## src/common/positPkg.sv

```systemverilog
package positPkg;

	// The operation latched at the start of a request.
	typedef enum logic {
		opDiv,
		opSqrt
	} opcode_e;

	// Exception flags reported with every result.
	typedef struct packed {
		logic invalid;
		logic divZero;
		logic inexact;
	} status_t;

	// Width of the signed scale. It covers the difference of two extreme scales, so a
	// quotient scale fits as well, with one bit to spare.
	function automatic int unsigned scaleWidth(
		input int unsigned posWidth,
		input int unsigned expWidth
	);
		int unsigned maxMag;
		maxMag = (2 * (posWidth - 1) + 1) << expWidth;
		return $clog2(maxMag) + 2;
	endfunction

	// Mantissa width including the hidden one.
	function automatic int unsigned mantWidth(
		input int unsigned posWidth,
		input int unsigned expWidth
	);
		return posWidth - expWidth - 1;
	endfunction

endpackage

```

## src/design/positDecode.sv

```systemverilog
module positDecode #(
	parameter int unsigned posWidth = 16,
	parameter int unsigned expWidth = 2,
	localparam int unsigned ScaleW = positPkg::scaleWidth(posWidth, expWidth),
	localparam int unsigned MantW = positPkg::mantWidth(posWidth, expWidth)
) (
	input logic [posWidth-1:0] posit,
	output logic sign,
	output logic signed [ScaleW-1:0] scale,
	output logic [MantW-1:0] mant,
	output logic isNaR,
	output logic isZero
);
	localparam int unsigned RunW = $clog2(posWidth) + 1;

	logic [posWidth-1:0] absPosit;
	logic [posWidth-2:0] body;
	logic [posWidth-2:0] rest;
	logic [RunW-1:0] run;
	logic runDone;
	logic signed [ScaleW-1:0] runExt;
	logic signed [ScaleW-1:0] regime;
	logic [expWidth-1:0] expBits;

	assign sign = posit[posWidth-1];
	assign isZero = (posit == '0);
	assign isNaR = sign && (posit[posWidth-2:0] == '0);

	assign absPosit = sign ? -posit : posit;
	assign body = absPosit[posWidth-2:0];

	// Length of the regime run, counted from the bit below the sign.
	always_comb begin
		run = '0;
		runDone = 1'b0;
		for (int i = posWidth - 2; i >= 0; i--) begin
			if (!runDone && (body[i] == body[posWidth-2])) begin
				run = run + 1'b1;
			end else begin
				runDone = 1'b1;
			end
		end
	end

	// Drop the run and its terminating bit. Bits past the end read as zero.
	assign rest = body << (run + 1'b1);

	assign runExt = ScaleW'(run);
	assign regime = body[posWidth-2] ? runExt - 1'b1 : -runExt;
	assign expBits = rest[posWidth-2 -: expWidth];

	assign scale = (regime <<< expWidth) + $signed({1'b0, expBits});
	assign mant = {1'b1, rest[MantW-1:1]}; // The lowest bit of rest is always zero.

endmodule

```

## src/divSqrt/mantDivider.sv

```systemverilog
module mantDivider #(
	parameter int unsigned posWidth = 16,
	parameter int unsigned expWidth = 2,
	localparam int unsigned ScaleW = positPkg::scaleWidth(posWidth, expWidth),
	localparam int unsigned MantW = positPkg::mantWidth(posWidth, expWidth)
) (
	input logic Clk_CI,
	input logic Rst_RBI,
	input logic Kill,
	input logic Start,
	input logic [MantW-1:0] mantA,
	input logic [MantW-1:0] mantB,
	input logic signed [ScaleW-1:0] scaleA,
	input logic signed [ScaleW-1:0] scaleB,
	output logic Valid,
	output logic [MantW+1:0] quot,
	output logic sticky,
	output logic signed [ScaleW-1:0] scale
);
	localparam int unsigned QuotW = MantW + 2;
	localparam int unsigned CntW = $clog2(QuotW);

	logic busy;
	logic [CntW-1:0] cnt;
	logic [MantW:0] remQ;
	logic [MantW-1:0] divisorQ;
	logic aBelowB;
	logic [MantW:0] remIn;
	logic [MantW-1:0] divisorIn;
	logic [MantW+1:0] diff;
	logic qBit;
	logic [MantW:0] remSel;

	assign aBelowB = (mantA < mantB);

	// The Start cycle already performs the first step on the freshly loaded operands.
	assign remIn = Start ? (aBelowB ? {mantA, 1'b0} : {1'b0, mantA}) : remQ;
	assign divisorIn = Start ? mantB : divisorQ;

	assign diff = {1'b0, remIn} - {2'b00, divisorIn};
	assign qBit = !diff[MantW+1];
	assign remSel = qBit ? diff[MantW:0] : remIn;

	always_ff @(posedge Clk_CI or negedge Rst_RBI) begin
		if (!Rst_RBI) begin
			busy <= 1'b0;
			cnt <= '0;
			Valid <= 1'b0;
		end else begin
			Valid <= 1'b0;
			if (Kill) begin
				busy <= 1'b0;
			end else if (Start) begin
				busy <= 1'b1;
				cnt <= CntW'(QuotW - 1);
			end else if (busy) begin
				cnt <= cnt - 1'b1;
				if (cnt == CntW'(1)) begin
					busy <= 1'b0;
					Valid <= 1'b1;
				end
			end
		end
	end

	always_ff @(posedge Clk_CI) begin
		if (Start || busy) begin
			remQ <= {remSel[MantW-1:0], 1'b0}; // remSel is below the divisor, so no bit is lost.
			divisorQ <= divisorIn;
			quot <= {quot[QuotW-2:0], qBit};
		end
		if (Start) begin
			scale <= scaleA - scaleB - (aBelowB ? ScaleW'(1) : ScaleW'(0));
		end
	end

	assign sticky = |remQ;

	assert property (@(posedge Clk_CI) disable iff (!Rst_RBI) Start |-> !busy)
		else $error("mantDivider started while an operation is running");

endmodule

```

## src/divSqrt/mantSqrt.sv

```systemverilog
module mantSqrt #(
	parameter int unsigned posWidth = 16,
	parameter int unsigned expWidth = 2,
	localparam int unsigned ScaleW = positPkg::scaleWidth(posWidth, expWidth),
	localparam int unsigned MantW = positPkg::mantWidth(posWidth, expWidth)
) (
	input logic Clk_CI,
	input logic Rst_RBI,
	input logic Kill,
	input logic Start,
	input logic [MantW-1:0] mant,
	input logic signed [ScaleW-1:0] scaleIn,
	output logic Valid,
	output logic [MantW+1:0] root,
	output logic sticky,
	output logic signed [ScaleW-1:0] scale
);
	localparam int unsigned RootW = MantW + 2;
	localparam int unsigned RadW = 2 * RootW;
	localparam int unsigned RemW = RootW + 3;
	localparam int unsigned CntW = $clog2(RootW);

	logic busy;
	logic [CntW-1:0] cnt;
	logic [MantW:0] radMant;
	logic [RadW-1:0] radQ;
	logic [RadW-1:0] radIn;
	logic [RemW-1:0] remQ;
	logic [RemW-1:0] remIn;
	logic [RemW-1:0] remSh;
	logic [RootW-1:0] rootIn;
	logic [RemW-1:0] trial;
	logic [RemW:0] diff;
	logic rBit;

	// An odd scale moves one factor of two into the mantissa.
	assign radMant = scaleIn[0] ? {mant, 1'b0} : {1'b0, mant};

	assign radIn = Start ? {radMant, {(MantW + 3){1'b0}}} : radQ;
	assign remIn = Start ? '0 : remQ;
	assign rootIn = Start ? '0 : root;

	// Bring down the next pair of radicand bits and try the digit one.
	assign remSh = {remIn[RemW-3:0], radIn[RadW-1:RadW-2]};
	assign trial = {1'b0, rootIn, 2'b01};
	assign diff = {1'b0, remSh} - {1'b0, trial};
	assign rBit = !diff[RemW];

	always_ff @(posedge Clk_CI or negedge Rst_RBI) begin
		if (!Rst_RBI) begin
			busy <= 1'b0;
			cnt <= '0;
			Valid <= 1'b0;
		end else begin
			Valid <= 1'b0;
			if (Kill) begin
				busy <= 1'b0;
			end else if (Start) begin
				busy <= 1'b1;
				cnt <= CntW'(RootW - 1);
			end else if (busy) begin
				cnt <= cnt - 1'b1;
				if (cnt == CntW'(1)) begin
					busy <= 1'b0;
					Valid <= 1'b1;
				end
			end
		end
	end

	always_ff @(posedge Clk_CI) begin
		if (Start || busy) begin
			radQ <= radIn << 2;
			remQ <= rBit ? diff[RemW-1:0] : remSh;
			root <= {rootIn[RootW-2:0], rBit};
		end
		if (Start) begin
			scale <= scaleIn >>> 1; // Floor halving, exact after the odd correction.
		end
	end

	assign sticky = |remQ;

	assert property (@(posedge Clk_CI) disable iff (!Rst_RBI) Valid |=> !Valid)
		else $error("mantSqrt Valid held for more than one cycle");

endmodule

```

## src/design/positRound.sv

```systemverilog
module positRound #(
	parameter int unsigned posWidth = 16,
	parameter int unsigned expWidth = 2,
	localparam int unsigned ScaleW = positPkg::scaleWidth(posWidth, expWidth),
	localparam int unsigned MantW = positPkg::mantWidth(posWidth, expWidth)
) (
	input logic sign,
	input logic signed [ScaleW-1:0] scale,
	input logic [MantW+1:0] mant,
	input logic sticky,
	input logic forceNaR,
	input logic forceZero,
	output logic [posWidth-1:0] posit,
	output positPkg::status_t flags
);
	localparam int unsigned QuotW = MantW + 2;
	localparam int unsigned VecW = QuotW + expWidth + posWidth - 2;
	localparam int unsigned PadW = posWidth - 3;
	localparam logic signed [ScaleW-1:0] MaxK = ScaleW'(posWidth - 2);
	localparam logic signed [ScaleW-1:0] MinK = -MaxK;

	logic signed [ScaleW-1:0] regime;
	logic [ScaleW-1:0] shamt;
	logic [expWidth-1:0] expBits;
	logic signed [VecW-1:0] base;
	logic signed [VecW-1:0] shifted;
	logic [posWidth-2:0] body;
	logic [posWidth-2:0] bodyRnd;
	logic guard;
	logic rest;
	logic roundUp;
	logic satHi;
	logic satLo;
	logic exactMax;
	logic [posWidth-1:0] magnitude;

	assign regime = scale >>> expWidth;
	assign expBits = scale[expWidth-1:0];

	// The pattern 10 or 01 grows into the regime run by sign filling shifts.
	assign shamt = regime[ScaleW-1] ? ~regime : regime;
	assign base = {~regime[ScaleW-1], regime[ScaleW-1], expBits, mant[QuotW-2:0],
		{PadW{1'b0}}};
	assign shifted = base >>> shamt;

	assign body = shifted[VecW-1 -: posWidth-1];
	assign guard = shifted[VecW-posWidth];
	assign rest = (|shifted[VecW-posWidth-1:0]) || sticky;

	assign roundUp = guard && (body[0] || rest); // Ties go to the even encoding.
	assign bodyRnd = body + roundUp;

	assign satHi = (regime >= MaxK);
	assign satLo = (regime < MinK);
	assign exactMax = (regime == MaxK) && (expBits == '0) && (mant[QuotW-2:0] == '0)
		&& !sticky;

	always_comb begin
		if (satHi) begin
			magnitude = {1'b0, {(posWidth - 1){1'b1}}};
		end else if (satLo) begin
			magnitude = {{(posWidth - 1){1'b0}}, 1'b1};
		end else begin
			magnitude = {1'b0, bodyRnd};
		end
	end

	always_comb begin
		flags = '0;
		if (forceNaR) begin
			posit = {1'b1, {(posWidth - 1){1'b0}}};
			flags.invalid = 1'b1;
		end else if (forceZero) begin
			posit = '0;
		end else begin
			posit = sign ? -magnitude : magnitude;
			flags.inexact = satHi ? !exactMax : (satLo || guard || rest);
		end
	end

endmodule

```

## src/design/positDivSqrt.sv

```systemverilog
module positDivSqrt #(
	parameter int unsigned posWidth = 16,
	parameter int unsigned expWidth = 2,
	localparam int unsigned ScaleW = positPkg::scaleWidth(posWidth, expWidth),
	localparam int unsigned MantW = positPkg::mantWidth(posWidth, expWidth)
) (
	input logic Clk_CI,
	input logic Rst_RBI,
	input logic DivStart,
	input logic SqrtStart,
	input logic Kill,
	input logic [posWidth-1:0] OperandA,
	input logic [posWidth-1:0] OperandB,
	output logic [posWidth-1:0] Result,
	output positPkg::status_t Flags,
	output logic Ready,
	output logic Done
);
	import positPkg::*;

	typedef enum logic [2:0] {
		stIdle,
		stDecode,
		stDiv,
		stSqrt,
		stRound,
		stDone
	} state_e;

	state_e state, stateNext;
	opcode_e opcode;

	logic accept;
	logic inFlight;
	logic [posWidth-1:0] opA, opB;
	logic signA, signB;
	logic signed [ScaleW-1:0] scaleA, scaleB;
	logic [MantW-1:0] mantA, mantB;
	logic narA, narB, zeroA, zeroB;

	logic specNaR, specZero, specDivZero, special;
	logic resSign, forceNaR, forceZero, divZero;

	logic divStartInt, sqrtStartInt;
	logic divValid, sqrtValid;
	logic [MantW+1:0] divQuot, sqrtRoot, rndMant;
	logic divSticky, sqrtSticky, rndSticky;
	logic signed [ScaleW-1:0] divScale, sqrtScale, rndScale;
	logic [posWidth-1:0] rndPosit;
	status_t rndFlags;

	assign accept = Ready && (DivStart || SqrtStart);
	assign inFlight = (state inside {stDecode, stDiv, stSqrt, stRound});

	positDecode #(.posWidth(posWidth), .expWidth(expWidth)) decodeA_i (
		.posit(opA), .sign(signA), .scale(scaleA), .mant(mantA),
		.isNaR(narA), .isZero(zeroA)
	);

	positDecode #(.posWidth(posWidth), .expWidth(expWidth)) decodeB_i (
		.posit(opB), .sign(signB), .scale(scaleB), .mant(mantB),
		.isNaR(narB), .isZero(zeroB)
	);

	// Special operands are settled here and bypass the iterative units.
	always_comb begin
		if (opcode == opDiv) begin
			specDivZero = zeroB;
			specNaR = narA || narB || zeroB;
		end else begin
			specDivZero = 1'b0;
			specNaR = narA || (signA && !zeroA);
		end
	end
	assign specZero = zeroA;
	assign special = specNaR || specZero;

	assign divStartInt = (state == stDecode) && !Kill && !special && (opcode == opDiv);
	assign sqrtStartInt = (state == stDecode) && !Kill && !special && (opcode == opSqrt);

	mantDivider #(.posWidth(posWidth), .expWidth(expWidth)) mantDivider_i (
		.Clk_CI, .Rst_RBI, .Kill, .Start(divStartInt),
		.mantA(mantA), .mantB(mantB), .scaleA(scaleA), .scaleB(scaleB),
		.Valid(divValid), .quot(divQuot), .sticky(divSticky), .scale(divScale)
	);

	mantSqrt #(.posWidth(posWidth), .expWidth(expWidth)) mantSqrt_i (
		.Clk_CI, .Rst_RBI, .Kill, .Start(sqrtStartInt),
		.mant(mantA), .scaleIn(scaleA),
		.Valid(sqrtValid), .root(sqrtRoot), .sticky(sqrtSticky), .scale(sqrtScale)
	);

	assign rndMant = (opcode == opDiv) ? divQuot : sqrtRoot;
	assign rndSticky = (opcode == opDiv) ? divSticky : sqrtSticky;
	assign rndScale = (opcode == opDiv) ? divScale : sqrtScale;

	positRound #(.posWidth(posWidth), .expWidth(expWidth)) positRound_i (
		.sign(resSign), .scale(rndScale), .mant(rndMant), .sticky(rndSticky),
		.forceNaR(forceNaR), .forceZero(forceZero), .posit(rndPosit), .flags(rndFlags)
	);

	always_comb begin
		stateNext = state;
		unique case (state)
			stIdle, stDone: stateNext = accept ? stDecode : stIdle;
			stDecode: stateNext = special ? stRound : ((opcode == opDiv) ? stDiv : stSqrt);
			stDiv: if (divValid) stateNext = stRound;
			stSqrt: if (sqrtValid) stateNext = stRound;
			stRound: stateNext = stDone;
			default: stateNext = stIdle;
		endcase
		if (Kill && inFlight) begin
			stateNext = stIdle; // Abort drops the operation without a Done.
		end
	end

	always_ff @(posedge Clk_CI or negedge Rst_RBI) begin
		if (!Rst_RBI) begin
			state <= stIdle;
			opcode <= opDiv;
			Ready <= 1'b1;
			Done <= 1'b0;
			Result <= '0;
			Flags <= '0;
		end else begin
			state <= stateNext;
			Done <= (state == stRound) && !Kill;
			if (accept) begin
				opcode <= DivStart ? opDiv : opSqrt; // Division wins a tie.
				Ready <= 1'b0;
			end else if ((state == stRound) || (Kill && inFlight)) begin
				Ready <= 1'b1;
			end
			if ((state == stRound) && !Kill) begin
				Result <= rndPosit;
				Flags <= '{invalid: rndFlags.invalid, divZero: divZero,
					inexact: rndFlags.inexact};
			end
		end
	end

	always_ff @(posedge Clk_CI) begin
		if (accept) begin
			opA <= OperandA;
			opB <= OperandB;
		end
		if (state == stDecode) begin
			resSign <= (opcode == opDiv) && (signA ^ signB);
			forceNaR <= specNaR;
			forceZero <= specZero;
			divZero <= specDivZero;
		end
	end

	assert property (@(posedge Clk_CI) disable iff (!Rst_RBI) Done |-> $past(state) == stRound)
		else $error("Done raised without a preceding rounding cycle");

	assert property (@(posedge Clk_CI) disable iff (!Rst_RBI) (state == stIdle) |-> (Ready || Done))
		else $error("Idle while neither ready nor done");

endmodule

```

## config.mk

```make
export PLATFORM = sky130hd
export DESIGN_NAME = positDivSqrt
export DESIGN_NICKNAME = d
export VERILOG_FILES = /design/src/common/positPkg.sv /design/src/design/positDecode.sv /design/src/divSqrt/mantDivider.sv /design/src/divSqrt/mantSqrt.sv /design/src/design/positRound.sv /design/src/design/positDivSqrt.sv
export SDC_FILE = /design/constraint.sdc
export NUM_CORES = 1
export LEC_CHECK = 0
export BUFFER_PORTS_ARGS = -buffer_cell sky130_fd_sc_hd__buf_2
export CAP_MARGIN = 10
export CORE_ASPECT_RATIO = 0.5
export CORE_UTILIZATION = 50
export DETAILED_ROUTE_END_ITERATION = 7
export PLACE_DENSITY = 0.68
export SETUP_SLACK_MARGIN = 0.15
export SLEW_MARGIN = 20
export SYNTH_ARGS = -nofsm -noshare
export SYNTH_HDL_FRONTEND = slang
export SYNTH_HIERARCHICAL = 1
export SYNTH_SLANG_ARGS = --single-unit
```

## constraint.sdc

```tcl
create_clock -name Clk_CI -period 24.2 [get_ports Clk_CI]
set_input_delay 4.84 -clock Clk_CI [delete_from_list [all_inputs] [get_ports Clk_CI]]
set_output_delay 4.84 -clock Clk_CI [all_outputs]
set_load 0.01 [all_outputs]
```

# After elaboration in Yosys (flattened, before gate mapping)
# Index checks and enable logic that the tools add are counted.
dict set report totals {
  ff_bits 175
  latch_bits 0
  ram_bits 0
  mem_bits_ro 0
  in_bits 37
  elab_cells 339
  memories 0
}
dict set report op_classes {
  addsub 44
  multipliers 0
  div_mod_pow 0
  order_cmp 3
  n_eq_ne 38
  shift 3
  muxes 112
  bitwise 6
  n_reduce_logical 103
}
# cell count
set ops {}
lappend ops {{adder 5 x 1 -> 5 bit, second input constant} 28}
lappend ops {{2-to-1 mux 5 bit} 26}
lappend ops {{2-to-1 mux 15 bit} 5}
lappend ops {{2-to-1 mux 16 bit} 4}
lappend ops {{2-to-1 mux 14 bit} 4}
lappend ops {{2-to-1 mux 1 bit} 54}
lappend ops {{logical AND 1 bit} 41}
lappend ops {{logical NOT 16 bit} 2}
lappend ops {{logical NOT 1 bit} 31}
lappend ops {{>>> shifter 31 x 9 -> 31 bit} 1}
lappend ops {{logical NOT 15 bit} 2}
lappend ops {{2-to-1 mux 30 bit} 1}
lappend ops {{negation 15 bit} 2}
lappend ops {{left shift 15 x 5 -> 15 bit} 2}
lappend ops {{== test 1 bit} 28}
lappend ops {{2-to-1 mux 13 bit} 2}
lappend ops {{subtractor 18 x 17 -> 19 bit} 1}
lappend ops {{adder 9 x 3 -> 9 bit} 2}
lappend ops {{2-to-1 mux 18 bit} 1}
lappend ops {{2-to-1 mux 9 bit} 2}
lappend ops {{OR reduction 18 bit} 1}
lappend ops {{subtractor 9 bit} 2}
lappend ops {{2-to-1 mux 4 bit} 4}
lappend ops {{negation 16 bit} 1}
lappend ops {{other kinds (31)} 62}

# Logic depth before layout (Yosys ltp)
dict set report depth {
  depth_word 48
  mapped_depth 65
  ltp_nobuf 61
}

# By module
# The synthesis kept the hierarchy.
# module instances cells_per_inst area_per_inst_um2 seq_area_each_um2
set by_module_without_submodules {}
lappend by_module_without_submodules {positDecode 2 420 2999.1 0.0}
lappend by_module_without_submodules {mantDivider 1 354 3841.2 1651.6}
lappend by_module_without_submodules {positRound 1 520 3658.5 0.0}
lappend by_module_without_submodules {mantSqrt 1 328 3532.1 1741.7}
lappend by_module_without_submodules {positDivSqrt 1 159 2512.4 1707.9}

# Worst setup path after synthesis
# Ideal clock, no wire load.
dict set report synth_timing {
  path_kind {register to register}
  startpoint {reg opB[5]}
  endpoint {reg mantDivider_i.remQ[10], data pin}
  setup_time_ps 260
  arrival_ps 12509
  path_slack_ps 11430
  path_stages_with_launch 62
  n_path_buf 5
  cell_sequence {edfxtp_1 -> or4_4 -> buf_6 -> o41ai_4 -> xor2_2 -> nand2_1 -> o2bb2ai_1 -> ha_1 -> a21o_1 -> ha_1 -> mux2i_2 -> inv_1 -> ha_1 -> nand2_1 -> o21ai_0 -> ha_1 -> nor2_1 -> nor2_1 -> (+26 left out) -> inv_1 -> ha_1 -> and3_1 -> nand4_1 -> o211ai_4 -> buf_4 -> nand3_1 -> ha_1 -> fa_1 -> nand2b_1 -> a211oi_2 -> nor4_2 -> o21ai_1 -> nand2_1 -> and2_4 -> buf_6 -> buf_8 -> mux2_4}
}
dict set report synth_between {
  elab_chain_len 48
  elab_cells_between_ends 99
}
# element line
set synth_lines {}
lappend synth_lines {{start, declared} positDivSqrt.sv:35} ;# logic [posWidth-1:0] opA, opB;
lappend synth_lines {{start signal, assigned} positDivSqrt.sv:145} ;# opB <= OperandB;
lappend synth_lines {{negation 15 bit} positDecode.sv:29} ;# assign absPosit = sign ? -posit : posit;
lappend synth_lines {{2-to-1 mux 15 bit (*)} positDecode.sv:29}
lappend synth_lines {{parallel branches: the longest is 40 deep, another holds adder 5 x 1 -> 5 bit} n/a}
lappend synth_lines {{left shift 15 x 5 -> 15 bit (*)} positDecode.sv:46} ;# assign rest = body << (run + 1'b1);
lappend synth_lines {{net mantB[10]} positDivSqrt.sv:38} ;# logic [MantW-1:0] mantA, mantB;
lappend synth_lines {{less-than comparator 13 bit} mantDivider.sv:34} ;# assign aBelowB = (mantA < mantB);
lappend synth_lines {{2-to-1 mux 14 bit (2 in a row)} mantDivider.sv:37} ;# assign remIn = Start ? (aBelowB ? {mantA, 1'b0} : {1'b0, mantA}) : remQ;
lappend synth_lines {{subtractor 14 x 13 -> 15 bit} mantDivider.sv:40} ;# assign diff = {1'b0, remIn} - {2'b00, divisorIn};
lappend synth_lines {{2-to-1 mux 13 bit (*)} mantDivider.sv:42} ;# assign remSel = qBit ? diff[MantW:0] : remIn;
lappend synth_lines {{net mantDivider_i.remSel[9]} mantDivider.sv:32} ;# logic [MantW:0] remSel;
lappend synth_lines {{end signal, assigned} mantDivider.sv:68} ;# remQ <= {remSel[MantW-1:0], 1'b0};
lappend synth_lines {{end, declared} mantDivider.sv:25} ;# logic [MantW:0] remQ;
# Mark *: on every way through the listed nets, which the timed path passes.
# A chain may end at the register's enable or synchronous reset.

# Final worst setup path
dict set report layout_timing {
  startpoint {reg opB[0]}
  endpoint {reg mantDivider_i.remQ[5], data pin}
}
# The elaborated chain is that of the path after synthesis.

==> reports/summary.log <==
INFO  clocking       cts_post_setup_buffers_inserted=0
INFO  grt            busiest_layer=met2
INFO  setup_path     critical_path_arrival=15.39ns
INFO  clocking       post_cts.resized_instances=0
INFO  route          drt_pre_antenna_iters=5
INFO  sta            worst-slew-pin-transition=1.12ns
INFO  hold_path      type_of_the_tightest_min_delay_check=reg -> reg
INFO  route          drc_errors=0
INFO  setup_path     cp-start-kind=flip-flop
INFO  sta            setup_viol=0
INFO  grt            gr-total-overflow=0
INFO  job            drv.max_cap_violation_count=0
INFO  floorplan      core=37900um^2
INFO  cells_and_area multi_input_gate_area_in_the_final_layout=13300um^2
INFO  grt            gr-usage-all-layers=25.8%
INFO  grt            gr-usage-met2=41.4%
INFO  yosys          postSynthNetCount=2327
INFO  sta            max_clock_freq=65.9MHz
INFO  clocking       cts_buffer_depth=2
INFO  route          route.final.wire_length=51800um
INFO  sta            final-max-slew-violation-count=0
INFO  setup_path     worst_path_max_delay_cell=xor2_2
INFO  floorplan      dieHeight=142um
INFO  grt            grt_use_met3=3.79%
INFO  floorplan      start_util=51.4%
INFO  clocking       clock_root_buffer_master=clkbuf_16
INFO  run_status     status=finished clean
INFO  sta            grt_setup_unrepaired=false
INFO  clocking       cts-buffers-inserted=17
INFO  grt            grtUsageMet1=36.5%
INFO  grt            grt_antenna_before_repair=0
INFO  sta            period_needed=15.18ns
INFO  setup_path     critical_setup_path_class=reg -> reg
INFO  clocking       clock_sink_count=175
INFO  sta            hold_violations=0
INFO  cells_and_area finish.utilization=54.1%
INFO  sta            fin_tns_setup=0ns
INFO  cells_and_area post_route_cells_drive_above_1_share=12.4%
INFO  setup_path     slowest_delay=0.72ns
INFO  route          drtIter0Drc=1755
INFO  floorplan      die_width=281um
INFO  hold_path      worst_hold_path.num_cells=0
INFO  route          wire_per_inst=19.2um
INFO  cells_and_area insertedDiodeCount=0
INFO  setup_path     worstSetupEndpointType=flip-flop
INFO  grt            vias_in_the_first_global_route=15400
INFO  route          ant_nets=0
INFO  setup_path     worst_path_most_repeated_cell=ha_1
INFO  yosys          post_synthesis_instance_total=2197
INFO  setup_path     ff2ff_path_depth=58
INFO  yosys          mappedNetlistArea=19500um^2
INFO  route          drt-vias-per-instance=6.28
INFO  yosys          synth.avg_cell_area=8.87um^2
INFO  floorplan      number_of_placement_rows=50
INFO  cells_and_area finalNetCount=2290
INFO  grt            grt_pass1_wl=82400um
INFO  route          via_count=16900
INFO  floorplan      floorplan.die_area=39800um^2
INFO  sta            min_period_over_period=62.7%
INFO  clocking       tritoncts=built
INFO  placement      dpl.hpwl=39300um
INFO  clocking       worstSkewPairLatency=0.47ns
INFO  clocking       cts.reportedPaths.clkPinSlew=0.08ns
INFO  floorplan      floorplan.io_pins=58
INFO  yosys          ys.warnings.count=6
INFO  placement      place.port_buffers=57
INFO  cells_and_area regArea=5070um^2
INFO  cells_and_area fill_cells=3462
INFO  setup_path     worst_ep_required_time=24.41ns
INFO  grt            grt_start_max_net_pins=77
INFO  sta            fin_skew=0.0205ns
INFO  clocking       cts-hold-fix-buffers=0
INFO  placement      gp_congestion=0.936
INFO  setup_path     path_max_fanout=19
INFO  clocking       ctsHtreeMaxLevel=4
INFO  cells_and_area synthToLayoutAreaGrowth=5.28%
INFO  sta            max_slew_headroom=24.5%
==> path summary, 6_finish.rpt <==
kind | start | to | slack, ns
worst min register to register | mantDivider_i/quot[8] | mantDivider_i/quot[9] | 0.43
worst max-delay path | opB[0] | mantDivider_i/remQ[5] | 9.02
worst min-delay path | mantDivider_i/quot[8] | mantDivider_i/quot[9] | 0.43
max in group asynchronous | Rst_RBI | mantSqrt_i/cnt[0] | 19.12
worst max register to register | opB[0] | mantDivider_i/remQ[5] | 9.02
min in group asynchronous | Rst_RBI | Result[10] | 4.48
==> through the flow <==
step | setup slack, ns | hold WS [ns] | area [um^2] | std cells
3_5_place_dp | 9.23 | 0.428 | 19900 | 2661
5_1_grt | 7.82 | 0.441 | 20500 | 2693
2_1_floorplan | 11.43 | 0.419 | 19500 | 2197
6_report | 9.02 | 0.431 | 20500 | 2693
3_3_place_gp | 9.34 | 0.421 | 19900 | 2661
4_1_cts | 9.15 | 0.437 | 20500 | 2693
==> sequential cells by signal, summed over array words and instances, names as in the netlist, 8 cells and up <==
signal and flops:
mantDivider_i/quot 14, mantDivider_i/scale 9, mantSqrt_i/scale 8, opA 16, mantDivider_i/remQ 13, mantSqrt_i/root 15, mantDivider_i/divisorQ 13, Result 16
opB 16, mantSqrt_i/remQ 18, mantSqrt_i/radQ 12
==> critical path: cells and delay by family (launching register included) <==
family	cells	cell delay (ns)
compound gates	13	2.93
xor+xnor	5	2.10
flops	1	0.55
fa+ha+maj	12	3.63
mux	6	1.86
buf+inv	3	0.45
simple gates	19	3.37
==> layout by cell type, fill, tap and decap left out, types with 27 or more instances in the layout <==
cell type	count
a21oi_1	141
mux2_1	48
buf_2	57
inv_1	120
dfrtp_1	36
nand2b_1	32
nor2b_1	42
nand3_1	48
mux2_2	36
o21ai_0	83
xnor2_1	91
xor2_1	32
nor4_1	30
edfxtp_1	138
a31oi_1	27
o31ai_1	27
and2_1	31
ha_1	90
nor2_1	167
mux2i_1	99
nand2_1	153
nor3_1	45
or3_1	30
==> metal layers <==
metal	up-vias	wire, um	share of wire (%)
met5	-	0	0
met4	0	834	1.6
met3	70	3100	6.0
met2	581	23300	45
met1	8092	24600	47
li1	8161	-	-
==> cell type report <==
class	count	share of cell area (%)
repair buffers	78	2.16
well taps	520	3.17
multi-input cells	1768	64.6
inverters	120	2.20
clock buffers	17	2.07
flip-flops and latches	175	24.7
clock inverters	15	1.05
Power is not shown: default switching activity piles up to over one toggle a cycle in this logic, so the estimate is an artifact.
